`src/ats1_settings.svh`:
```
/*
 * System-1 ROM and control block settings
 * Widths, depths, download map, keycodes and ADC levels
 */
`ifndef ATS1_SETTINGS_SVH
`define ATS1_SETTINGS_SVH

// Download stream
`define ATS1_DL_AW 25
`define ATS1_BYTE_W 8

// Program ROM, small blocks use one address bit fewer
`define ATS1_MROM_W 16
`define ATS1_MROM_AW 15

// On-chip graphics store, upper download bits alias
`define ATS1_GFX_W 64
`define ATS1_GFX_AW 10

// Download map region bases
`define ATS1_RGN_ROM0 25'h0400000
`define ATS1_RGN_ROM1 25'h0410000
`define ATS1_RGN_ROM2 25'h0420000
`define ATS1_RGN_ROM5 25'h0450000
`define ATS1_RGN_ROM6 25'h0460000
`define ATS1_RGN_ROM7 25'h0470000
`define ATS1_RGN_SLAP 25'h0480000

// Player 1 keycodes, extended flag in bit 8
`define ATS1_KEY_UP 9'h175
`define ATS1_KEY_DOWN 9'h172
`define ATS1_KEY_LEFT 9'h16B
`define ATS1_KEY_RIGHT 9'h174
`define ATS1_KEY_START 9'h014
`define ATS1_KEY_JUMP 9'h011
`define ATS1_KEY_COIN_L 9'h02E
`define ATS1_KEY_COIN_R 9'h036
`define ATS1_KEY_COIN_AUX 9'h03D

// ADC levels
`define ATS1_ADC_CENTER 8'h80
`define ATS1_ADC_FULL 8'hFF

`endif
```
`src/ats1_pkg.sv`:
```
/*
 * System-1 shared types
 * Game type codes and decoded download regions
 */
package ats1_pkg;

	// Game type as written on download index 1
	// Value matches the slapstic chip number
	typedef enum logic [7:0]
	{
		GAME_MARBLE      = 8'd103,
		GAME_INDY        = 8'd105,
		GAME_PETERPAK    = 8'd107,
		GAME_ROADRUNNER  = 8'd108,
		GAME_ROADBLAST_A = 8'd109,
		GAME_ROADBLAST_B = 8'd110
	} game_t;

	// Target of an index-0 download byte
	typedef enum logic [3:0]
	{
		RGN_NONE,
		RGN_GFX,
		RGN_ROM0,
		RGN_ROM1,
		RGN_ROM2,
		RGN_ROM5,
		RGN_ROM6,
		RGN_ROM7,
		RGN_SLAP
	} dl_region_t;

endpackage

```
`src/control_mapper.sv`:
```
/*
 * Per-game control mapper
 * Game type register, cabinet switches, ADC channel data and coin lines
 */
`timescale 1ns/1ps
`include "ats1_settings.svh"

module control_mapper
(
	input  logic        clk_sys,
	input  logic        rst_n,
	input  logic        cfg_wr,
	input  logic [7:0]  cfg_data,
	input  logic [7:0]  kbd,
	input  logic [2:0]  coin_keys,
	input  logic [31:0] joy,
	input  logic [15:0] joy_analog,
	input  logic [2:0]  adc_addr,
	output logic [4:0]  switches,
	output logic [7:0]  adc_data,
	output logic [2:0]  coin_n
);

	ats1_pkg::game_t game_q;
	logic [3:0]      dir4;
	logic            a0;
	logic            a1;
	logic [7:0]      indy_vec;
	logic [7:0]      pp_vec;

	// Keyboard and joystick merged
	assign dir4 = kbd[7:4] | joy[3:0];
	assign a0   = kbd[0] | joy[4];
	assign a1   = kbd[1] | joy[5];

	// Indy channels shifted up by one
	assign indy_vec = {3'b000, dir4, 1'b0};
	assign pp_vec   = {4'b0000, dir4};

	// Game type from download index 1
	always_ff @(posedge clk_sys or negedge rst_n)
	begin
		if (!rst_n)
			game_q <= ats1_pkg::GAME_INDY;
		else if (cfg_wr)
			game_q <= ats1_pkg::game_t'(cfg_data);
	end

	// ############################################################
	always_ff @(posedge clk_sys or negedge rst_n)
	begin
		if (!rst_n)
		begin
			switches <= 5'b11111;
			adc_data <= `ATS1_ADC_CENTER;
			coin_n   <= 3'b111;
		end
		else
		begin
			// Coins active low, joystick adds left coin
			coin_n <= {~coin_keys[2], ~coin_keys[1], ~(coin_keys[0] | joy[8])};

			// Peterpak has jump on SW3
			if (game_q == ats1_pkg::GAME_PETERPAK)
				switches <= {2'b11, ~a0, 1'b1, ~a1};
			else
				switches <= {3'b111, ~a0, ~a1};

			case (game_q)
				ats1_pkg::GAME_MARBLE: adc_data <= `ATS1_ADC_CENTER;
				// On/off direction switches on ADC channels
				ats1_pkg::GAME_INDY:
					adc_data <= indy_vec[adc_addr] ? `ATS1_ADC_FULL : `ATS1_ADC_CENTER;
				ats1_pkg::GAME_PETERPAK:
					adc_data <= pp_vec[adc_addr] ? `ATS1_ADC_FULL : `ATS1_ADC_CENTER;
				// Signed stick to unsigned, X inverted
				ats1_pkg::GAME_ROADRUNNER:
				begin
					if (adc_addr == 3'd0)
						adc_data <= joy_analog[7:0] ^ 8'h7F;
					else if (adc_addr == 3'd7)
						adc_data <= joy_analog[15:8] ^ 8'h80;
					else
						adc_data <= `ATS1_ADC_CENTER;
				end
				// Throttle from negative Y only, doubled
				ats1_pkg::GAME_ROADBLAST_A, ats1_pkg::GAME_ROADBLAST_B:
				begin
					if (adc_addr == 3'd3 && joy_analog[15])
						adc_data <= {joy_analog[14:8], 1'b1} ^ 8'hFF;
					else
						adc_data <= 8'h00;
				end
				default: ;  // unknown type holds
			endcase
		end
	end

endmodule

```
`config.mk`:
```
export PLATFORM = sky130hd
export DESIGN_NAME = control_mapper
export DESIGN_NICKNAME = d
export VERILOG_FILES = /design/src/ats1_pkg.sv /design/src/control_mapper.sv
export VERILOG_INCLUDE_DIRS = /design/src
export SDC_FILE = /design/constraint.sdc
export NUM_CORES = 1
export LEC_CHECK = 0
export BUFFER_PORTS_ARGS = -buffer_cell sky130_fd_sc_hd__buf_4
export CORE_MARGIN = 1.5
export CORE_UTILIZATION = 44
export CTS_CLUSTER_DIAMETER = 50
export DETAILED_ROUTE_END_ITERATION = 16
export GPL_TIMING_DRIVEN = 0
export PLACE_DENSITY = 0.85
export SYNTH_ARGS = -nofsm -noshare
export SYNTH_HDL_FRONTEND = slang
export SYNTH_SLANG_ARGS = --single-unit
```
`constraint.sdc`:
```
create_clock -name clk_sys -period 4.5 [get_ports clk_sys]
set_input_delay 1.35 -clock clk_sys [delete_from_list [all_inputs] [get_ports clk_sys]]
set_output_delay 1.35 -clock clk_sys [all_outputs]
set_load 0.05 [all_outputs]
```
==> flow_summary.yaml <==
status:
  status: "complete, no violations"
critical_path:
  required_ns: 4.75
  crit_start: "adc_addr[0]"
  arrival_ns: 2.71
  worst-path-max-fanout: 8
  endpoint: "adc_data[1]$_DFFE_PN0P_"
  rr_worst_depth: 5
  critPathKind: "input port to register"
  r2r-start: "game_q[5]$_DFFE_PN1P_"
  crit_path_end_kind: "register"
  r2r_end: "adc_data[0]$_DFFE_PN0P_"
  start_kind: "input port"
  regToRegSetupSlack_ns: 2.61
power_and_ir_drop:
  power.density_nw_per_um2: 331
  ir_drop_mv: 0.365
  power_frac_comb: 0.387
  p_seq_frac: 0.435
  p_clk_frac: 0.178
  p_sw_mw: 0.212
  p_leak_nw: 0.823
  swShare: 0.361
  p_total_mw: 0.586
  intPower_mw: 0.374
global_route:
  grt_max_degree: 23
  globalRouteOverflowTotal: 0
  grt_pass1_wl_um: 4840
  grt_usage: 0.188
  grt_pass1_vias: 1169
  antenna_found_initial: 0
yosys:
  yosys.cell_count.top_type: "nor2_1"
  ys_top_cells_by_area: "dfstp_2 (23%), dfrtp_1 (22%), mux2_2 (7.2%)"
  ys.flop_type: "dfstp_2"
  synthTopCellsByCount: "nor2_1 (15), dfrtp_1 (11), dfstp_2 (11)"
  synthArstFlopShare: 1.00
  synth_edf_count: 0
  yosysSeqAreaShare: 0.449
  syn_inst: 124
  ys_types: 38
  ys_seq_elements: 22
  avgSynthCellArea_um2: 10.1
  yosysWarnings: 0
  yosys.area.top_type_share: 0.230
  syn_area_um2: 1260
  yosys.area.top_type: "dfstp_2"
hold_path:
  holdCritPathClass: "register to register"
floorplan:
  die_w_um: 56.5
  die_area_um2: 3190
  core_area_um2: 2730
  start_util: 0.460
  row_count: 19
  die_h_um: 56.5
  io_pins: 89
timing:
  worst_clock_skew_ns: 0.00218
  slew_violations: 0
  tns_ns: 0
  rsz0062_at_grt: "false"
  min_period_ns: 2.47
  slew_headroom: 0.624
  min_period_over_period: 0.548
  hold_viol_final: 0
  worst_pin_slew_ns: 0.560
  setup_violations: 0
  clock.fmax_mhz: 406
cells_and_area:
  antenna_cells: 0
  seqCellArea_um2: 564
  nets: 261
  drive_gt1_frac: 0.503
  multi_input_area_um2: 646
  nFillCells: 237
  area_delta_synth_final_pct: 40.9
clocking:
  cts-root-buf: "clkbuf_4"
  cts_tree: "yes"
  numCtsBuffers: 3
  cts.sink_count: 22
  clk_latency_ns: 0.30
  hold_buffers: 0
  clock_path_buffers: 2
  path_clk_slew_ns: 0.11
  post_cts_buffers: 0
  postCtsResizedCells: 0
  h-tree-depth: 1
detailed_routing:
  totalWireLength_um: 2890
  drc: 0
  vias_per_cell: 5.57
  postRouteAntennaNets: 0
  dr.pass1.iters: 4
  vias: 1214
  drt_iter0_drc: 52
  wl_per_cell_um: 13.2
flow_run:
  max-cap-violations: 0
placed_design:
  port_buffers: 58
  dp.final_hpwl_um: 2390
  gp_congestion: 0.751
==> worst max-delay path, cell delays in order <==
cell	delay, ns
buf_4	0.13
or3_1	0.36
clkbuf_1	0.18
nor4_1	0.29
a31oi_1	0.10
a21oi_1	0.18
a211o_2	0.12
==> power by group through the flow <==
stage	logic (mW)	registers (mW)	clock network [mW]
after CTS	0.228	0.255	0.108
after floorplan	0.0617	0.337	0
final	0.227	0.255	0.105
after detailed placement	0.228	0.259	0
after global routing	0.240	0.258	0.119
after global placement	0.223	0.257	0
==> cell usage in the layout (no fill, tap or decap), types with 3 or more instances in the layout <==
cell and n:
a211o_2 5, a21oi_1 8, buf_4 60, clkbuf_4 3, dfrtp_1 11, dfstp_2 11, inv_1 4, mux2_2 8
nand2_1 10, nor2_1 15, nor4_1 3, o21ai_0 8, o2bb2ai_1 5, or3_1 3
==> registers in the layout (all words and copies together), names as in the netlist <==
| signal | count |
|---|---|
| switches | 3 |
| game_q | 8 |
| adc_data | 8 |
| coin_n | 3 |
==> through the flow <==
step                      hold slack, ns  instance area, um^2  setup slack [ns]  std cells   util
after global routing               0.507                 1770              1.94        218  0.648
after global placement             0.456                 1740              1.80        214  0.635
after detailed placement           0.459                 1740              1.78        214  0.635
after floorplan                    0.482                 1260              2.02        125      -
final                              0.475                 1770              2.03        218  0.648
after CTS                          0.477                 1770              2.10        218  0.648
==> how the worst min path moves through the flow <==
stage                         endpoint  slack, ns  depth (start not counted)               startpoint
6_report       adc_data[7]$_DFFE_PN1P_       0.47                          2  adc_data[7]$_DFFE_PN1P_
5_1_grt        adc_data[7]$_DFFE_PN1P_       0.51                          2  adc_data[7]$_DFFE_PN1P_
4_1_cts        adc_data[7]$_DFFE_PN1P_       0.48                          2  adc_data[7]$_DFFE_PN1P_
3_5_place_dp   adc_data[7]$_DFFE_PN1P_       0.46                          2  adc_data[7]$_DFFE_PN1P_
3_3_place_gp   adc_data[7]$_DFFE_PN1P_       0.46                          2  adc_data[7]$_DFFE_PN1P_
2_1_floorplan    game_q[7]$_DFFE_PN0P_       0.48                          1    game_q[7]$_DFFE_PN0P_
==> layer usage <==
metal	vias up	part of all wire	track usage
met3	8	0.070	0.0253
met1	563	0.41	0.224
li1	585	-	-
met5	-	0	0
met4	0	0.019	0.0714
met2	58	0.50	0.339
==> area by class of cell <==
type / count / share of cell area
multi-input cells: 92 / 0.364
flip-flops and latches: 22 / 0.319
repair buffers: 58 / 0.246
well taps: 31 / 0.0219
clock buffers: 4 / 0.0205
plain buffers: 7 / 0.0205
inverters: 4 / 0.00847
==> logic make-up after synthesis <==
group | count (synthesis) | synth area share
simple gates | 44 | 0.202
compound gates | 38 | 0.234
flops | 22 | 0.449
buf+inv | 11 | 0.0408
mux | 8 | 0.0716
other cells | 1 | 0.00298
Note: power is estimated with default switching activity, not from simulation.
