**src/ats1_settings.svh**
```systemverilog
/*
 * System-1 ROM and control block settings
 * Widths, depths, download map, keycodes and ADC levels
 */
`ifndef ATS1_SETTINGS_SVH
`define ATS1_SETTINGS_SVH

// Download stream
`define ATS1_DL_AW 25
`define ATS1_BYTE_W 8

// Program ROM, small blocks use one address bit fewer
`define ATS1_MROM_W 16
`define ATS1_MROM_AW 15

// On-chip graphics store, upper download bits alias
`define ATS1_GFX_W 64
`define ATS1_GFX_AW 10

// Download map region bases
`define ATS1_RGN_ROM0 25'h0400000
`define ATS1_RGN_ROM1 25'h0410000
`define ATS1_RGN_ROM2 25'h0420000
`define ATS1_RGN_ROM5 25'h0450000
`define ATS1_RGN_ROM6 25'h0460000
`define ATS1_RGN_ROM7 25'h0470000
`define ATS1_RGN_SLAP 25'h0480000

// Player 1 keycodes, extended flag in bit 8
`define ATS1_KEY_UP 9'h175
`define ATS1_KEY_DOWN 9'h172
`define ATS1_KEY_LEFT 9'h16B
`define ATS1_KEY_RIGHT 9'h174
`define ATS1_KEY_START 9'h014
`define ATS1_KEY_JUMP 9'h011
`define ATS1_KEY_COIN_L 9'h02E
`define ATS1_KEY_COIN_R 9'h036
`define ATS1_KEY_COIN_AUX 9'h03D

// ADC levels
`define ATS1_ADC_CENTER 8'h80
`define ATS1_ADC_FULL 8'hFF

`endif
```
**src/ats1_pkg.sv**
```systemverilog
/*
 * System-1 shared types
 * Game type codes and decoded download regions
 */
package ats1_pkg;

	// Game type as written on download index 1
	// Value matches the slapstic chip number
	typedef enum logic [7:0]
	{
		GAME_MARBLE      = 8'd103,
		GAME_INDY        = 8'd105,
		GAME_PETERPAK    = 8'd107,
		GAME_ROADRUNNER  = 8'd108,
		GAME_ROADBLAST_A = 8'd109,
		GAME_ROADBLAST_B = 8'd110
	} game_t;

	// Target of an index-0 download byte
	typedef enum logic [3:0]
	{
		RGN_NONE,
		RGN_GFX,
		RGN_ROM0,
		RGN_ROM1,
		RGN_ROM2,
		RGN_ROM5,
		RGN_ROM6,
		RGN_ROM7,
		RGN_SLAP
	} dl_region_t;

endpackage

```
**src/rom_loader.sv**
```systemverilog
/*
 * Download stream loader
 * Accumulates index-0 bytes into words, decodes the target region
 * and raises program, graphics and config write strobes
 */
`timescale 1ns/1ps
`include "ats1_settings.svh"

module rom_loader
(
	input  logic                          clk_sys,
	input  logic                          rst_n,
	input  logic                          dl_active,
	input  logic                          dl_wr,
	input  logic [7:0]                    dl_index,
	input  logic [`ATS1_DL_AW-1:0]        dl_addr,
	input  logic [`ATS1_BYTE_W-1:0]       dl_data,
	output ats1_pkg::dl_region_t          dl_region,
	output logic                          prog_wr,
	output logic                          gfx_wr,
	output logic [`ATS1_DL_AW-1:0]        wr_addr,
	output logic [`ATS1_MROM_W-1:0]       word16,
	output logic [`ATS1_GFX_W-1:0]        word64,
	output logic                          cfg_wr,
	output logic [`ATS1_BYTE_W-1:0]       cfg_data
);

	// Region masks, 32 KB and 64 KB windows
	localparam logic [`ATS1_DL_AW-1:0] MASK_32K = 25'h1FF8000;
	localparam logic [`ATS1_DL_AW-1:0] MASK_64K = 25'h1FF0000;

	// Seven previous bytes, newest in the low byte
	logic [`ATS1_GFX_W-`ATS1_BYTE_W-1:0] acc;
	logic                                rom_byte;
	logic                                prog_rgn;

	// Byte for the ROM images
	assign rom_byte = dl_wr & dl_active & (dl_index == 8'd0);

	always_ff @(posedge clk_sys or negedge rst_n)
	begin
		if (!rst_n)
			acc <= '0;
		else if (rom_byte)
			acc <= {acc[`ATS1_GFX_W-2*`ATS1_BYTE_W-1:0], dl_data};
	end

	// ############################################################
	// Region decode, graphics sits below the first program block
	always_comb
	begin
		dl_region = ats1_pkg::RGN_NONE;
		if (!dl_active || dl_index != 8'd0)
			dl_region = ats1_pkg::RGN_NONE;
		else if (dl_addr < `ATS1_RGN_ROM0)
			dl_region = ats1_pkg::RGN_GFX;
		else if ((dl_addr & MASK_32K) == `ATS1_RGN_ROM0)
			dl_region = ats1_pkg::RGN_ROM0;
		else if ((dl_addr & MASK_64K) == `ATS1_RGN_ROM1)
			dl_region = ats1_pkg::RGN_ROM1;
		else if ((dl_addr & MASK_64K) == `ATS1_RGN_ROM2)
			dl_region = ats1_pkg::RGN_ROM2;
		else if ((dl_addr & MASK_64K) == `ATS1_RGN_ROM5)
			dl_region = ats1_pkg::RGN_ROM5;
		else if ((dl_addr & MASK_64K) == `ATS1_RGN_ROM6)
			dl_region = ats1_pkg::RGN_ROM6;
		else if ((dl_addr & MASK_64K) == `ATS1_RGN_ROM7)
			dl_region = ats1_pkg::RGN_ROM7;
		else if ((dl_addr & MASK_32K) == `ATS1_RGN_SLAP)
			dl_region = ats1_pkg::RGN_SLAP;
	end

	// Any of the 16-bit program blocks
	assign prog_rgn = (dl_region != ats1_pkg::RGN_NONE) && (dl_region != ats1_pkg::RGN_GFX);

	// Program word completes on the odd byte
	assign prog_wr = rom_byte & prog_rgn & dl_addr[0];
	// Graphics word completes on byte 7 of 8
	assign gfx_wr  = rom_byte & (dl_region == ats1_pkg::RGN_GFX) & (dl_addr[2:0] == 3'd7);

	assign wr_addr = dl_addr;
	assign word16  = {acc[`ATS1_BYTE_W-1:0], dl_data};
	// First byte lands in the MSB
	assign word64  = {acc, dl_data};

	// Game type byte
	assign cfg_wr   = dl_wr & (dl_index == 8'd1);
	assign cfg_data = dl_data;

endmodule

```
**config.mk**
```make
export PLATFORM = sky130hd
export DESIGN_NAME = rom_loader
export DESIGN_NICKNAME = d
export VERILOG_FILES = /design/src/ats1_pkg.sv /design/src/rom_loader.sv
export VERILOG_INCLUDE_DIRS = /design/src
export SDC_FILE = /design/constraint.sdc
export NUM_CORES = 1
export LEC_CHECK = 0
export BUFFER_PORTS_ARGS = -buffer_cell sky130_fd_sc_hd__buf_2
export CAP_MARGIN = 10
export CORE_ASPECT_RATIO = 2
export CORE_MARGIN = 2
export CORE_UTILIZATION = 40
export CTS_CLUSTER_SIZE = 25
export DETAILED_ROUTE_END_ITERATION = 7
export PLACE_DENSITY = 0.81
export SYNTH_ARGS = -nofsm -noshare
export SYNTH_HDL_FRONTEND = slang
export SYNTH_SLANG_ARGS = --single-unit
export TNS_END_PERCENT = 10
```
**constraint.sdc**
```tcl
create_clock -name clk_sys -period 1.1 [get_ports clk_sys]
set_clock_uncertainty 0.1 [all_clocks]
set_input_delay 0.11 -clock clk_sys [delete_from_list [all_inputs] [get_ports clk_sys]]
set_output_delay 0.11 -clock clk_sys [all_outputs]
set_load 0.005 [all_outputs]
```
==> results_dict.tcl <==
set metrics [dict create \
    period_share_pct 137 \
    worstSetupPathType "primary input to output pin" \
    ys_warn_count 0 \
    worstMarginPinSlew_ns 0.406 \
    power_mw 4.12 \
    hold_viol 0 \
    drt_pass1_iterations 4 \
    syn_inst 209 \
    hpwl_um 5010 \
    fin_nets 364 \
    synth.distinct_cells 27 \
    min_to "acc[0]" \
    r2r_start "acc[11]" \
    dieArea_um2 7960 \
    remaining_drc_errors 0 \
    syn_to_final_growth_pct 31.0 \
    rsz0062_at_grt "yes" \
    core_area_um2 6940 \
    fp.dieH_um 124 \
    outcome "finished, violations left" \
    peakVddDrop_uv 543 \
    ys_ff_latch 56 \
    routed_wl_um 6930 \
    final_common_cell "buf_2" \
    crit_path_end_kind "output pin" \
    cts.sinks 56 \
    port_buffers 140 \
    overflow 0 \
    htreeDepth 2 \
    seqPwrFrac_pct 50.4 \
    fillCellCount 594 \
    avgSynthCellArea_um2 13.8 \
    synth_area_um2 2890 \
    viasPerCell 4.88 \
    setup_viol 63 \
    crit_path_start_kind "primary input" \
    timing.hold.worst_path_depth 2 \
    regMostFlops "acc" \
    clockPowerShare_pct 39.6 \
    vias 1995 \
    die_x_um 64.1 \
    antenna_found_initial 0 \
    period_needed_ns 1.51 \
    p_comb_share_pct 10.0 \
    maxSlewHeadroom_pct 72.9 \
    drive_gt1_share_pct 74.9 \
    worstPathArrival_ns 1.30 \
    ant_nets 0 \
    place.gp.congestion 0.911 \
    power_density_nw_per_um2 1090 \
    slowest_delay_ns 0.25 \
    mostFrequentLayoutCells "buf_2 (134), dfrtp_1 (56), mux2_4 (40), mux2_2 (16), buf_4 (12)" \
    root_buffer "clkbuf_16" \
    cts_buffer_depth 2 \
    ff2ff_path_depth 1 \
    syn_nets 254 \
    power.switching_mw 0.884 \
    maxCapViolCount 0 \
    ys_seq_area_share_pct 48.5 \
    grt_pass1_vias 1994 \
    crit_required_ns 0.89 \
    min_from "dl_data[0]" \
    hp-class "primary input to register" \
    clk_latency_ns 0.29 \
    slowest_stage "nor4_4" \
    pre_cts_ws_ns -0.660 \
    numCtsBuffers 5 \
    grt_first_pass_wirelength_um 10300 \
    grt_max_degree 57 \
    violations "negative setup slack" \
    leakagePower_nw 2.26 \
    biggestRegsByFlops "acc x56" \
    path_clk_slew_ns 0.07 \
    wl_per_cell_um 16.9 \
    reg2reg_to "acc[19]" \
    cts_tree "built" \
    initial_core_util_pct 41.6 \
    cts_setup_buffers 0 \
    internal-power_mw 3.23 \
    globalRouteTotalUtil_pct 17.4 \
    crit_fanout 3 \
    slew_violations 0 \
    fmax_mhz 662 \
    rows 43 \
    largest_reg_flops 56 \
    num_antenna_cells 0 \
    swShare_pct 21.5 \
    r2r_setup_slack_ns 0.18 \
    cp_cell_sequence "buf_8, nor4_4, buf_4, nand4_1, buf_6, nor3_4, buf_2" \
    setup_slack_ns -0.409 \
    drtIter0Drc 106 \
    ios 165 \
]
[cell usage after synthesis]
library cell | number | area [um2]
a211oi_1 | 1 | 7.51
nand2b_1 | 1 | 6.26
dfrtp_1 | 56 | 1400
nor2b_1 | 1 | 6.26
buf_4 | 58 | 435
inv_1 | 3 | 11.3
and2_1 | 1 | 6.26
nor4_1 | 1 | 6.26
or4_1 | 1 | 7.51
o31ai_1 | 1 | 7.51
a41oi_1 | 1 | 8.76
nor3_1 | 4 | 20.0
a2111oi_0 | 1 | 8.76
o21ai_0 | 1 | 5.00
nor2_1 | 3 | 11.3
nor4b_1 | 1 | 8.76
mux2i_1 | 1 | 10.0
mux2_4 | 40 | 601
nor4_4 | 1 | 21.3
and4_1 | 1 | 8.76
and3b_1 | 2 | 17.5
nand2_1 | 4 | 15.0
mux2_2 | 16 | 180
buf_2 | 1 | 5.00
buf_6 | 4 | 45.0
nor3b_1 | 1 | 7.51
nand4_1 | 3 | 18.8
[timing repair]
action | 4_1_cts | 5_1_grt
hold buffers | 7 | 1
endpoints found under the hold margin | 62 | 1
endpoints found under the setup margin | 63 | 65
pin swaps | 7 | 1
resized for setup | 25 | 10
[cells by family (layout without fill, tap and decap cells)]
group / Yosys count / after routing / synth area share [%]
flip-flops: 56 / 56 / 48.5
multiplexers: 57 / 57 / 27.4
AND/OR/NAND/NOR: 25 / 25 / 5.59
buffers and inverters: 66 / 176 / 17.2
AO/OA/AOI/OAI: 5 / 5 / 1.30
[per-layer routing]
| layer | global-route usage [%] | vias to the layer above | share of wire (%) |
|---|---|---|---|
| li1 | - | 876 | - |
| met3 | 3.07 | 22 | 6.5 |
| met1 | 16.4 | 976 | 32 |
| met2 | 32.6 | 121 | 56 |
| met5 | 0 | - | 0 |
| met4 | 12.8 | 0 | 5.5 |
[per-stage QoR]
stage                     area (um2)  hold slack (ns)  util, %  cells  setup TNS [ns]
after floorplan                 2900           -0.286        -    209          -14.72
after global placement          3380           0.0288     48.7    394          -30.66
after detailed placement        3380           0.0311     48.7    394          -30.92
after CTS                       3720          0.00121     53.7    408           -7.96
after global routing            3780          0.00889     54.5    409           -8.98
final                           3780          0.00975     54.5    409           -8.40
[area by class of cell]
class,instances,area (um2),share of cell area [%]
multi-input combinational,87,1110,29.3
tap,90,113,2.98
sequential,56,1400,37.0
inverter,3,11.3,0.298
timing repair buffer,166,997,26.4
clock buffer,7,153,4.04
[power by group through the flow]
stage | Clock, mW | Sequential, mW | Combinational (mW)
5_1_grt | 1.77 | 2.07 | 0.441
4_1_cts | 1.68 | 2.07 | 0.392
2_1_floorplan | 0 | 2.11 | 0.200
6_report | 1.63 | 2.08 | 0.412
3_3_place_gp | 0 | 2.11 | 0.329
3_5_place_dp | 0 | 2.11 | 0.337
[how the worst max path moves through the flow]
stage | from | endpoint | slack (ns) | cells past startpoint
after floorplan | dl_index[5] | acc[0] | -0.30 | 5
after global placement | dl_addr[24] | dl_region[3] | -0.66 | 7
after detailed placement | dl_addr[24] | dl_region[3] | -0.66 | 7
after CTS | dl_addr[15] | dl_region[3] | -0.40 | 5
after global routing | dl_addr[21] | dl_region[3] | -0.46 | 7
final | dl_addr[21] | dl_region[3] | -0.41 | 7
[worst max-delay path, delay by kind of cell]
kind	cells	cell delay, ns
buf+inv	4	0.61
simple gates	3	0.57
Power figures use the tool's default switching activity.
